<file path="config.mk">
export PLATFORM = sky130hd
export DESIGN_NAME = conv_top
export DESIGN_NICKNAME = d
export VERILOG_FILES = /design/src/hw/conv_pkg.sv /design/src/hw/conv_ctrl.sv /design/src/hw/conv_top.sv /design/src/hw/kernel_regs.sv /design/src/hw/mac_pipe.sv /design/src/hw/result_store.sv /design/src/hw/window_store.sv
export SDC_FILE = /design/constraint.sdc
export NUM_CORES = 2
export LEC_CHECK = 0
export ABC_AREA = 1
export BUFFER_PORTS_ARGS = -buffer_cell sky130_fd_sc_hd__buf_2
export CAP_MARGIN = 0
export CORE_AREA = 3 3 516 518
export DETAILED_ROUTE_END_ITERATION = 12
export DIE_AREA = 0 0 519 521
export PLACE_DENSITY = 0.77
export SYNTH_ARGS = -nofsm -noshare
export SYNTH_HDL_FRONTEND = slang
export SYNTH_SLANG_ARGS = --single-unit
</file>
<file path="constraint.sdc">
create_clock -name clk -period 15.7 [get_ports clk]
set_input_delay 2.355 -clock clk [delete_from_list [all_inputs] [get_ports clk]]
set_output_delay 2.355 -clock clk [all_outputs]
set_load 0.01 [all_outputs]
</file>
<file path="src/hw/conv_pkg.sv">
`default_nettype none

package conv_pkg;

    localparam int KTAPS = 9;  // 3x3 window

    typedef logic signed [31:0] pixel_t;
    typedef logic signed [31:0] weight_t;
    typedef logic signed [31:0] acc_t;  // wraps at 32 bits

    // tap 0 is top-left, row-major
    typedef weight_t [KTAPS-1:0] kernel_t;

    typedef struct packed {
        logic       valid;
        logic       first;  // first tap of a window
        logic       last;   // last tap of a window
        logic [3:0] row;    // window top-left row
        logic [3:0] col;    // window top-left column
        logic [3:0] tap;    // 0 to 8
    } tap_req_t;

    typedef struct packed {
        logic    valid;
        logic    first;
        logic    last;
        pixel_t  pixel;
        weight_t weight;
    } mac_op_t;

    typedef struct packed {
        logic valid;
        acc_t sum;
    } acc_out_t;

endpackage

`default_nettype wire

</file>
<file path="src/hw/conv_ctrl.sv">
`timescale 1ns/1ps
`default_nettype none

module conv_ctrl #(
    parameter int img_width  = 8,
    parameter int img_height = 8
) (
    input  wire logic          clk,
    input  wire logic          rst,
    input  wire logic          start,
    output conv_pkg::tap_req_t req,
    output logic               busy
);

    typedef enum logic {
        IDLE,
        RUN
    } state_t;

    localparam logic [3:0] last_tap = 4'(conv_pkg::KTAPS - 1);
    localparam logic [3:0] last_col = 4'(img_width - 3);   // rightmost window column
    localparam logic [3:0] last_row = 4'(img_height - 3);  // bottom window row

    state_t     state;
    logic [3:0] tap_cnt;
    logic [3:0] col_cnt;
    logic [3:0] row_cnt;
    logic       tap_wrap;
    logic       col_wrap;
    logic       row_wrap;

    assign tap_wrap = (tap_cnt == last_tap);
    assign col_wrap = (col_cnt == last_col);
    assign row_wrap = (row_cnt == last_row);

    always_ff @(posedge clk) begin
        if (rst) begin
            state   <= IDLE;
            tap_cnt <= '0;
            col_cnt <= '0;
            row_cnt <= '0;
        end else begin
            case (state)
                IDLE: begin
                    if (start) begin
                        state   <= RUN;
                        tap_cnt <= '0;
                        col_cnt <= '0;
                        row_cnt <= '0;
                    end
                end
                RUN: begin
                    // start is ignored here, the run in progress continues
                    if (!tap_wrap) begin
                        tap_cnt <= tap_cnt + 1'b1;
                    end else begin
                        tap_cnt <= '0;
                        if (!col_wrap) begin
                            col_cnt <= col_cnt + 1'b1;
                        end else begin
                            col_cnt <= '0;
                            if (!row_wrap) begin
                                row_cnt <= row_cnt + 1'b1;
                            end else begin
                                state <= IDLE;  // final tap of final window
                            end
                        end
                    end
                end
                default: state <= IDLE;
            endcase
        end
    end

    // one tap per cycle while running, no gaps between windows
    always_comb begin
        req.valid = (state == RUN);
        req.first = (tap_cnt == 4'd0);
        req.last  = tap_wrap;
        req.row   = row_cnt;
        req.col   = col_cnt;
        req.tap   = tap_cnt;
    end

    assign busy = (state == RUN);  // covers exactly the cycles that issue taps

endmodule

`default_nettype wire

</file>
<file path="src/hw/conv_top.sv">
`timescale 1ns/1ps
`default_nettype none

module conv_top #(
    parameter  int img_width  = 8,
    parameter  int img_height = 8,
    localparam int pix_aw     = $clog2(img_width * img_height),
    localparam int res_aw     = $clog2((img_width - 2) * (img_height - 2))
) (
    input  wire logic              clk,
    input  wire logic              rst,
    input  wire logic              pix_we,
    input  wire logic [pix_aw-1:0] pix_addr,
    input  wire conv_pkg::pixel_t  pix_data,
    input  wire logic              k_we,
    input  wire logic [3:0]        k_idx,
    input  wire conv_pkg::weight_t k_data,
    input  wire logic              start,
    output logic                   busy,
    output logic                   done,
    input  wire logic [res_aw-1:0] res_addr,
    output conv_pkg::acc_t         res_data
);

    conv_pkg::kernel_t  kernel;
    conv_pkg::tap_req_t req;
    conv_pkg::mac_op_t  op;
    conv_pkg::acc_out_t acc;

    kernel_regs u_kernel_regs (
        .clk    (clk),
        .rst    (rst),
        .k_we   (k_we),
        .k_idx  (k_idx),
        .k_data (k_data),
        .busy   (busy),
        .kernel (kernel)
    );

    conv_ctrl #(
        .img_width  (img_width),
        .img_height (img_height)
    ) u_conv_ctrl (
        .clk   (clk),
        .rst   (rst),
        .start (start),
        .req   (req),
        .busy  (busy)
    );

    window_store #(
        .img_width  (img_width),
        .img_height (img_height)
    ) u_window_store (
        .clk      (clk),
        .pix_we   (pix_we),
        .pix_addr (pix_addr),
        .pix_data (pix_data),
        .kernel   (kernel),
        .req      (req),
        .op       (op)
    );

    mac_pipe u_mac_pipe (
        .clk (clk),
        .rst (rst),
        .op  (op),
        .acc (acc)
    );

    result_store #(
        .img_width  (img_width),
        .img_height (img_height)
    ) u_result_store (
        .clk      (clk),
        .rst      (rst),
        .start    (start && !busy),  // only a start the sequencer accepts
        .acc      (acc),
        .res_addr (res_addr),
        .res_data (res_data),
        .done     (done)
    );

endmodule

`default_nettype wire

</file>
<file path="src/hw/kernel_regs.sv">
`timescale 1ns/1ps
`default_nettype none

module kernel_regs (
    input  wire logic              clk,
    input  wire logic              rst,
    input  wire logic              k_we,
    input  wire logic [3:0]        k_idx,
    input  wire conv_pkg::weight_t k_data,
    input  wire logic              busy,    // only used by the check below
    output conv_pkg::kernel_t      kernel
);

    always_ff @(posedge clk) begin
        if (rst) begin
            kernel <= '0;
        end else if (k_we && (k_idx < conv_pkg::KTAPS)) begin  // out of range index dropped
            kernel[k_idx] <= k_data;
        end
    end

    // the window store reads the weights live, so a write during a run
    // would mix two kernels into one result set
    a_no_write_while_busy : assert property (
        @(posedge clk) disable iff (rst)
        !(k_we && busy)
    ) else $error("kernel written while the engine is busy");

endmodule

`default_nettype wire

</file>
<file path="src/hw/mac_pipe.sv">
`timescale 1ns/1ps
`default_nettype none

module mac_pipe (
    input  wire logic              clk,
    input  wire logic              rst,
    input  wire conv_pkg::mac_op_t op,
    output conv_pkg::acc_out_t     acc
);

    logic           s1_valid;
    logic           s1_first;
    logic           s1_last;
    conv_pkg::acc_t s1_prod;
    conv_pkg::acc_t sum_next;

    // stage one, product only
    always_ff @(posedge clk) begin
        if (rst) begin
            s1_valid <= 1'b0;
        end else begin
            s1_valid <= op.valid;
        end
        s1_first <= op.first;
        s1_last  <= op.last;
        s1_prod  <= op.pixel * op.weight;  // low 32 bits kept
    end

    // first tap reloads, so windows can follow back to back
    assign sum_next = s1_first ? s1_prod : acc.sum + s1_prod;

    // stage two, acc.sum doubles as the running total
    always_ff @(posedge clk) begin
        if (rst) begin
            acc.valid <= 1'b0;
        end else begin
            acc.valid <= s1_valid && s1_last;  // one pulse per window
        end
        if (s1_valid) begin
            acc.sum <= sum_next;
        end
    end

    // a window is exactly nine consecutive taps, first to last
    a_window_shape : assert property (
        @(posedge clk) disable iff (rst)
        (op.valid && op.first) |-> ##1 (op.valid && !op.first && !op.last) [*7]
                                   ##1 (op.valid && op.last)
    ) else $error("window taps not contiguous or wrong length");

endmodule

`default_nettype wire

</file>
<file path="src/hw/result_store.sv">
`timescale 1ns/1ps
`default_nettype none

module result_store #(
    parameter  int img_width  = 8,
    parameter  int img_height = 8,
    localparam int n_res      = (img_width - 2) * (img_height - 2),
    localparam int res_aw     = $clog2(n_res)
) (
    input  wire logic               clk,
    input  wire logic               rst,
    input  wire logic               start,
    input  wire conv_pkg::acc_out_t acc,
    input  wire logic [res_aw-1:0]  res_addr,
    output conv_pkg::acc_t          res_data,
    output logic                    done
);

    conv_pkg::acc_t res_mem [n_res];  // row-major output positions

    logic [res_aw-1:0] wr_cnt;
    conv_pkg::acc_t    relu_val;

    assign relu_val = acc.sum[31] ? '0 : acc.sum;  // negatives clamp to zero

    always_ff @(posedge clk) begin
        if (rst) begin
            wr_cnt <= '0;
            done   <= 1'b0;
        end else if (start) begin
            wr_cnt <= '0;
            done   <= 1'b0;
        end else if (acc.valid) begin
            wr_cnt <= wr_cnt + 1'b1;
            if (wr_cnt == res_aw'(n_res - 1)) begin
                done <= 1'b1;  // last slot written this cycle
            end
        end
    end

    always_ff @(posedge clk) begin
        if (acc.valid) begin
            res_mem[wr_cnt] <= relu_val;
        end
    end

    assign res_data = res_mem[res_addr];  // combinational host read

    // more sums than slots means the sequencer and this counter disagree
    a_no_sum_after_done : assert property (
        @(posedge clk) disable iff (rst)
        done |-> !acc.valid
    ) else $error("result arrived after done");

endmodule

`default_nettype wire

</file>
<file path="src/hw/window_store.sv">
`timescale 1ns/1ps
`default_nettype none

module window_store #(
    parameter  int img_width  = 8,
    parameter  int img_height = 8,
    localparam int pix_aw     = $clog2(img_width * img_height)
) (
    input  wire logic               clk,
    input  wire logic               pix_we,
    input  wire logic [pix_aw-1:0]  pix_addr,   // row-major index
    input  wire conv_pkg::pixel_t   pix_data,
    input  wire conv_pkg::kernel_t  kernel,
    input  wire conv_pkg::tap_req_t req,
    output conv_pkg::mac_op_t       op
);

    conv_pkg::pixel_t tile [img_width * img_height];  // whole image tile

    logic [3:0]        tap_row;   // tap / 3
    logic [3:0]        tap_col;   // tap % 3
    logic [3:0]        pix_row;
    logic [3:0]        pix_col;
    logic [pix_aw-1:0] rd_addr;

    // host write port
    always_ff @(posedge clk) begin
        if (pix_we) begin
            tile[pix_addr] <= pix_data;
        end
    end

    // map the requested tap onto an image coordinate
    always_comb begin
        tap_row = req.tap / 4'd3;
        tap_col = req.tap % 4'd3;
        pix_row = req.row + tap_row;
        pix_col = req.col + tap_col;
        rd_addr = pix_aw'(pix_row * img_width + pix_col);
    end

    // one cycle from request to operand pair, tags ride along
    always_ff @(posedge clk) begin
        op.valid  <= req.valid;
        op.first  <= req.first;
        op.last   <= req.last;
        op.pixel  <= tile[rd_addr];
        op.weight <= kernel[req.tap];
    end

    a_tap_in_range : assert property (
        @(posedge clk)
        req.valid |-> (req.tap < conv_pkg::KTAPS)
    ) else $error("tap request %0d out of range", req.tap);

endmodule

`default_nettype wire

</file>
==> report_table.html <==
<table>
<tr><th>Metric</th><th>Value</th></tr>
<tr><th colspan="2">STA</th></tr>
<tr><td>Worst-margin pin slew</td><td>1316 ps</td></tr>
<tr><td>Setup repair after global routing missed its margin</td><td>false</td></tr>
<tr><td>Total negative slack for setup checks</td><td>0 ps</td></tr>
<tr><td>Portion of the clock cycle consumed by the worst path in the final layout</td><td>56.51%</td></tr>
<tr><td>Final Max Slew Viols</td><td>0</td></tr>
<tr><td>Fmax</td><td>112.7 MHz</td></tr>
<tr><td>Worst clock skew on the final layout</td><td>117.6 ps</td></tr>
<tr><td>Final setup viols</td><td>0</td></tr>
<tr><td>Post-layout min period</td><td>8872 ps</td></tr>
<tr><td>Slew headroom</td><td>12.20%</td></tr>
<tr><td>Final hold viol count</td><td>0</td></tr>
<tr><th colspan="2">Synthesis</th></tr>
<tr><td>Synth Area in Compound Gates</td><td>12.81%</td></tr>
<tr><td>Cell type contributing the most total cell area after synthesis</td><td>edfxtp_1</td></tr>
<tr><td>Proportion of synthesized area in mux cells</td><td>0.007045%</td></tr>
<tr><td>Number of warnings issued by yosys</td><td>0</td></tr>
<tr><td>Number of nets produced by synthesis</td><td>14840</td></tr>
<tr><td>Most used standard cells in the synthesized netlist</td><td>edfxtp_1 (3196), nor2_1 (2912), o21ai_0 (2230)</td></tr>
<tr><td>Syn avg cell area</td><td>11.30 um^2</td></tr>
<tr><td>Number of enable-type register cells in the synthesized netlist</td><td>3196</td></tr>
<tr><td>Post-Synth Adder-Cell Area</td><td>6.698%</td></tr>
<tr><td>Sequential element share of the synthesized area</td><td>65.19%</td></tr>
<tr><td>Primary flip-flop cell chosen by synthesis mapping</td><td>edfxtp_1</td></tr>
<tr><td>Ys async rst share</td><td>0%</td></tr>
<tr><td>Synth top area cells</td><td>edfxtp_1 (60%), o21ai_0 (7.0%), nor2_1 (6.8%)</td></tr>
<tr><td>Post-synthesis instance area</td><td>159800 um^2</td></tr>
<tr><td>Synth Area in XOR/XNOR</td><td>0.2732%</td></tr>
<tr><td>Register bit total from synthesis</td><td>3607</td></tr>
<tr><td>Combinational family with the most area after synthesis</td><td>compound AO/OA/AOI/OAI gates</td></tr>
<tr><td>Most frequently used cell type in the post-synthesis netlist</td><td>edfxtp_1</td></tr>
<tr><td>Top-area cell type share of the netlist area</td><td>60.05%</td></tr>
<tr><td>Post-synthesis share of cell area spent on and, or, nand and nor gates</td><td>9.997%</td></tr>
<tr><td>Syn Inst Count</td><td>14150</td></tr>
<tr><td>Number of unique standard cell types used by synthesis</td><td>51</td></tr>
<tr><th colspan="2">Power</th></tr>
<tr><td>Peak supply drop</td><td>0.0007605 V</td></tr>
<tr><td>Total chip power</td><td>30.20 mW</td></tr>
<tr><td>Clock share of power</td><td>27.9%</td></tr>
<tr><td>Cell area power density</td><td>172.2 nW/um^2</td></tr>
<tr><td>Switching Share</td><td>35.39%</td></tr>
<tr><td>Internal portion of total power</td><td>19.51 mW</td></tr>
<tr><td>Power spent charging and discharging nets</td><td>10.69 mW</td></tr>
<tr><td>Sequential Power Share</td><td>36.3%</td></tr>
<tr><td>Gate power share</td><td>35.8%</td></tr>
<tr><td>Leakage</td><td>64.21 nW</td></tr>
<tr><th colspan="2">Clock tree</th></tr>
<tr><td>Number of gates given a new drive strength after cts</td><td>0</td></tr>
<tr><td>H-tree levels</td><td>5</td></tr>
<tr><td>Clock sinks</td><td>3607</td></tr>
<tr><td>Register clock-pin slew on the reported worst setup and hold paths</td><td>50 ps</td></tr>
<tr><td>Clock root buffer master</td><td>clkbuf_16</td></tr>
<tr><td>TritonCTS clock tree</td><td>done</td></tr>
<tr><td>Clock insertion delay at the later pin of the skew report</td><td>960 ps</td></tr>
<tr><td>Number of CTS-inserted buffers</td><td>354</td></tr>
<tr><td>Number of hold-repair buffers added at the cts stage</td><td>0</td></tr>
<tr><td>Buffer depth of the longest clock path</td><td>4</td></tr>
<tr><td>Post-CTS Repair Setup Buffers</td><td>0</td></tr>
<tr><th colspan="2">Floorplanning</th></tr>
<tr><td>Horizontal die dimension</td><td>519 um</td></tr>
<tr><td>I/O pin count</td><td>119</td></tr>
<tr><td>Floorplan core area</td><td>262000 um^2</td></tr>
<tr><td>Initial Utilization</td><td>60.99%</td></tr>
<tr><td>Height of the chip</td><td>521 um</td></tr>
<tr><td>Die area</td><td>270400 um^2</td></tr>
<tr><td>Site row count</td><td>188</td></tr>
<tr><th colspan="2">Route</th></tr>
<tr><td>Routed length per placed instance</td><td>24.66 um</td></tr>
<tr><td>First-iteration detailed-routing DRC count</td><td>16500</td></tr>
<tr><td>Via density</td><td>6.328</td></tr>
<tr><td>TritonRoute pass-1 iters</td><td>7</td></tr>
<tr><td>Total Wirelength</td><td>437300 um</td></tr>
<tr><td>Vias post-DR</td><td>112200</td></tr>
<tr><td>DRC Markers</td><td>0</td></tr>
<tr><td>Residual antenna-violating net count after detailed routing</td><td>0</td></tr>
<tr><th colspan="2">Layout</th></tr>
<tr><td>Signed area change from the synthesized netlist to the final layout</td><td>9.718%</td></tr>
<tr><td>Fill cell instance count of the final layout</td><td>18270</td></tr>
<tr><td>Total non-filler cell area in the finished layout</td><td>175400 um^2</td></tr>
<tr><td>Final-stage net count</td><td>14610</td></tr>
<tr><td>Fraction of final layout cells sized beyond drive strength 1</td><td>7.632%</td></tr>
<tr><th colspan="2">Critical path</th></tr>
<tr><td>Crit-path slowest cell</td><td>buf_4</td></tr>
<tr><td>Worst path cell trace</td><td>buf_8, buf_4, buf_12, buf_4, o21ai_0, o22ai_1, o21ai_0, o22ai_1, o21ai_1, o21ai_1, buf_2</td></tr>
<tr><td>Setup crit start kind</td><td>input port</td></tr>
<tr><td>Required time of the critical path</td><td>13350 ps</td></tr>
<tr><td>Number of buffer and inverter stages on the critical path</td><td>5</td></tr>
<tr><td>Arrival time of data at the critical path endpoint</td><td>6520 ps</td></tr>
<tr><td>Worst-path fanout max</td><td>180</td></tr>
<tr><td>Cell type group with the largest total delay on the critical path</td><td>buffers and inverters</td></tr>
<tr><td>Crit path capture type</td><td>output port</td></tr>
<tr><td>Kind of critical path</td><td>input port to output port</td></tr>
<tr><td>Slowest stage delay, CP</td><td>860 ps</td></tr>
<tr><th colspan="2">Hold path</th></tr>
<tr><td>Worst hold path class</td><td>register to register</td></tr>
<tr><th colspan="2">Placement</th></tr>
<tr><td># port buffers</td><td>117</td></tr>
<tr><td>Final weighted congestion in routability-driven placement</td><td>0.8894</td></tr>
<tr><td>Standard cell area after detailed placement</td><td>163800 um^2</td></tr>
<tr><td>HPWL after detailed placement</td><td>230600 um</td></tr>
<tr><th colspan="2">Global routing</th></tr>
<tr><td>Total congestion overflow after global routing</td><td>0</td></tr>
<tr><td>Via count of the first global-routing pass</td><td>107700</td></tr>
<tr><td>GRT Resource Usage Total</td><td>31.57%</td></tr>
<tr><td>Antenna violations before repair</td><td>19</td></tr>
<tr><td>Pin count of the biggest net entering global routing</td><td>269</td></tr>
<tr><td>Global-route wire length before repair</td><td>650300 um</td></tr>
<tr><th colspan="2">Flow run</th></tr>
<tr><td>Maximum Capacitance Violations</td><td>0</td></tr>
<tr><th colspan="2">Outcome</th></tr>
<tr><td>Run status</td><td>finished clean</td></tr>
</table>
cells by family after synthesis:
logic type | Yosys count
AND/OR/NAND/NOR | 4161
AO/OA/AOI/OAI | 3728
flip-flops | 3607
buffers and inverters | 1990
adder cells (fa/ha/maj) | 609
XOR/XNOR | 49
other | 1
multiplexers | 1
placed cells by master (no fill, tap or decap), types with 15 or more instances in the layout:
| cell type | instances |
|---|---|
| clkbuf_1 | 76 |
| a221oi_1 | 64 |
| clkinv_1 | 66 |
| or2_2 | 15 |
| xor2_1 | 30 |
| o211ai_1 | 18 |
| fa_1 | 410 |
| clkinv_2 | 65 |
| edfxtp_1 | 3196 |
| nand2_1 | 1054 |
| a31oi_1 | 25 |
| a21oi_1 | 84 |
| xnor2_1 | 17 |
| bufinv_16 | 32 |
| clkbuf_16 | 358 |
| buf_2 | 114 |
| nor2_2 | 40 |
| o22ai_1 | 994 |
| o21ai_1 | 223 |
| o21ai_0 | 2230 |
| ha_1 | 195 |
| nor2_4 | 96 |
| nor2_1 | 2780 |
| nor3_1 | 28 |
| inv_1 | 998 |
| nand4_1 | 15 |
| dfxtp_1 | 402 |
| o31ai_1 | 39 |
| o221ai_1 | 22 |
| buf_4 | 257 |
| nand3_1 | 97 |
power groups by stage:
stage          Sequential [mW]  Combinational, mW  Clock [mW]
3_3_place_gp              11.2               10.4           0
3_5_place_dp              11.2               10.6           0
2_1_floorplan             11.1               7.76           0
5_1_grt                   11.0               12.2        8.83
4_1_cts                   11.0               10.8        8.45
6_report                  11.0               10.8        8.42
registers in the layout, indices dropped and copies added, names as in the netlist, 4 cells and up:
register and count:
u_result_store.wr_cnt 6, u_kernel_regs.kernel 288, u_conv_ctrl.tap_cnt 4, u_window_store.tile 2048
u_window_store.op 67, u_conv_ctrl.row_cnt 4, u_conv_ctrl.col_cnt 4, u_result_store.res_mem 1116
u_mac_pipe.acc 33, u_mac_pipe.s1_prod 32
worst paths after layout:
check / cells after the start / startpoint / slack, ps / endpoint
max: 11 / res_addr[0] / 6830 / res_data[29]
min reg2reg: 0 / u_window_store.op[65] / 330 / u_mac_pipe.s1_first
min: 0 / u_window_store.op[65] / 330 / u_mac_pipe.s1_first
max reg2reg: 23 / u_conv_ctrl.tap_cnt[2] / 7830 / u_window_store.op[40]
through the flow:
| stage | std cells | hold slack [ps] | setup WS [ps] | util [%] |
|---|---|---|---|---|
| 2_1_floorplan | 14150 | 309.6 | 9234 | - |
| 3_3_place_gp | 17070 | 311.1 | 6986 | 62.50 |
| 3_5_place_dp | 17070 | 313.2 | 6873 | 62.50 |
| 4_1_cts | 17720 | 326.2 | 6850 | 66.91 |
| 5_1_grt | 17720 | 329.2 | 6558 | 66.92 |
| 6_report | 17730 | 327.9 | 6828 | 66.92 |
layout make-up:
cell class	instances	area (um^2)	area share (%)
inverters	1020	3900	2.224
flip-flops and latches	3607	104200	59.43
well taps	3515	4398	2.508
diodes	12	30.03	0.01712
multi-input cells	8549	48530	27.67
repair buffers	383	2729	1.556
clock buffers	447	9423	5.373
clock inverters	198	2143	1.222
metal layers:
metal  part of all wire, %  up-vias  GRT usage, %
met5                 0.010        -             0
met4                   5.4        8         15.48
met3                    13     1377         6.010
met2                    46     7714         50.40
met1                    35    54020         42.04
li1                      -    49090             -
No activity file was read; power rests on OpenSTA's default activity.
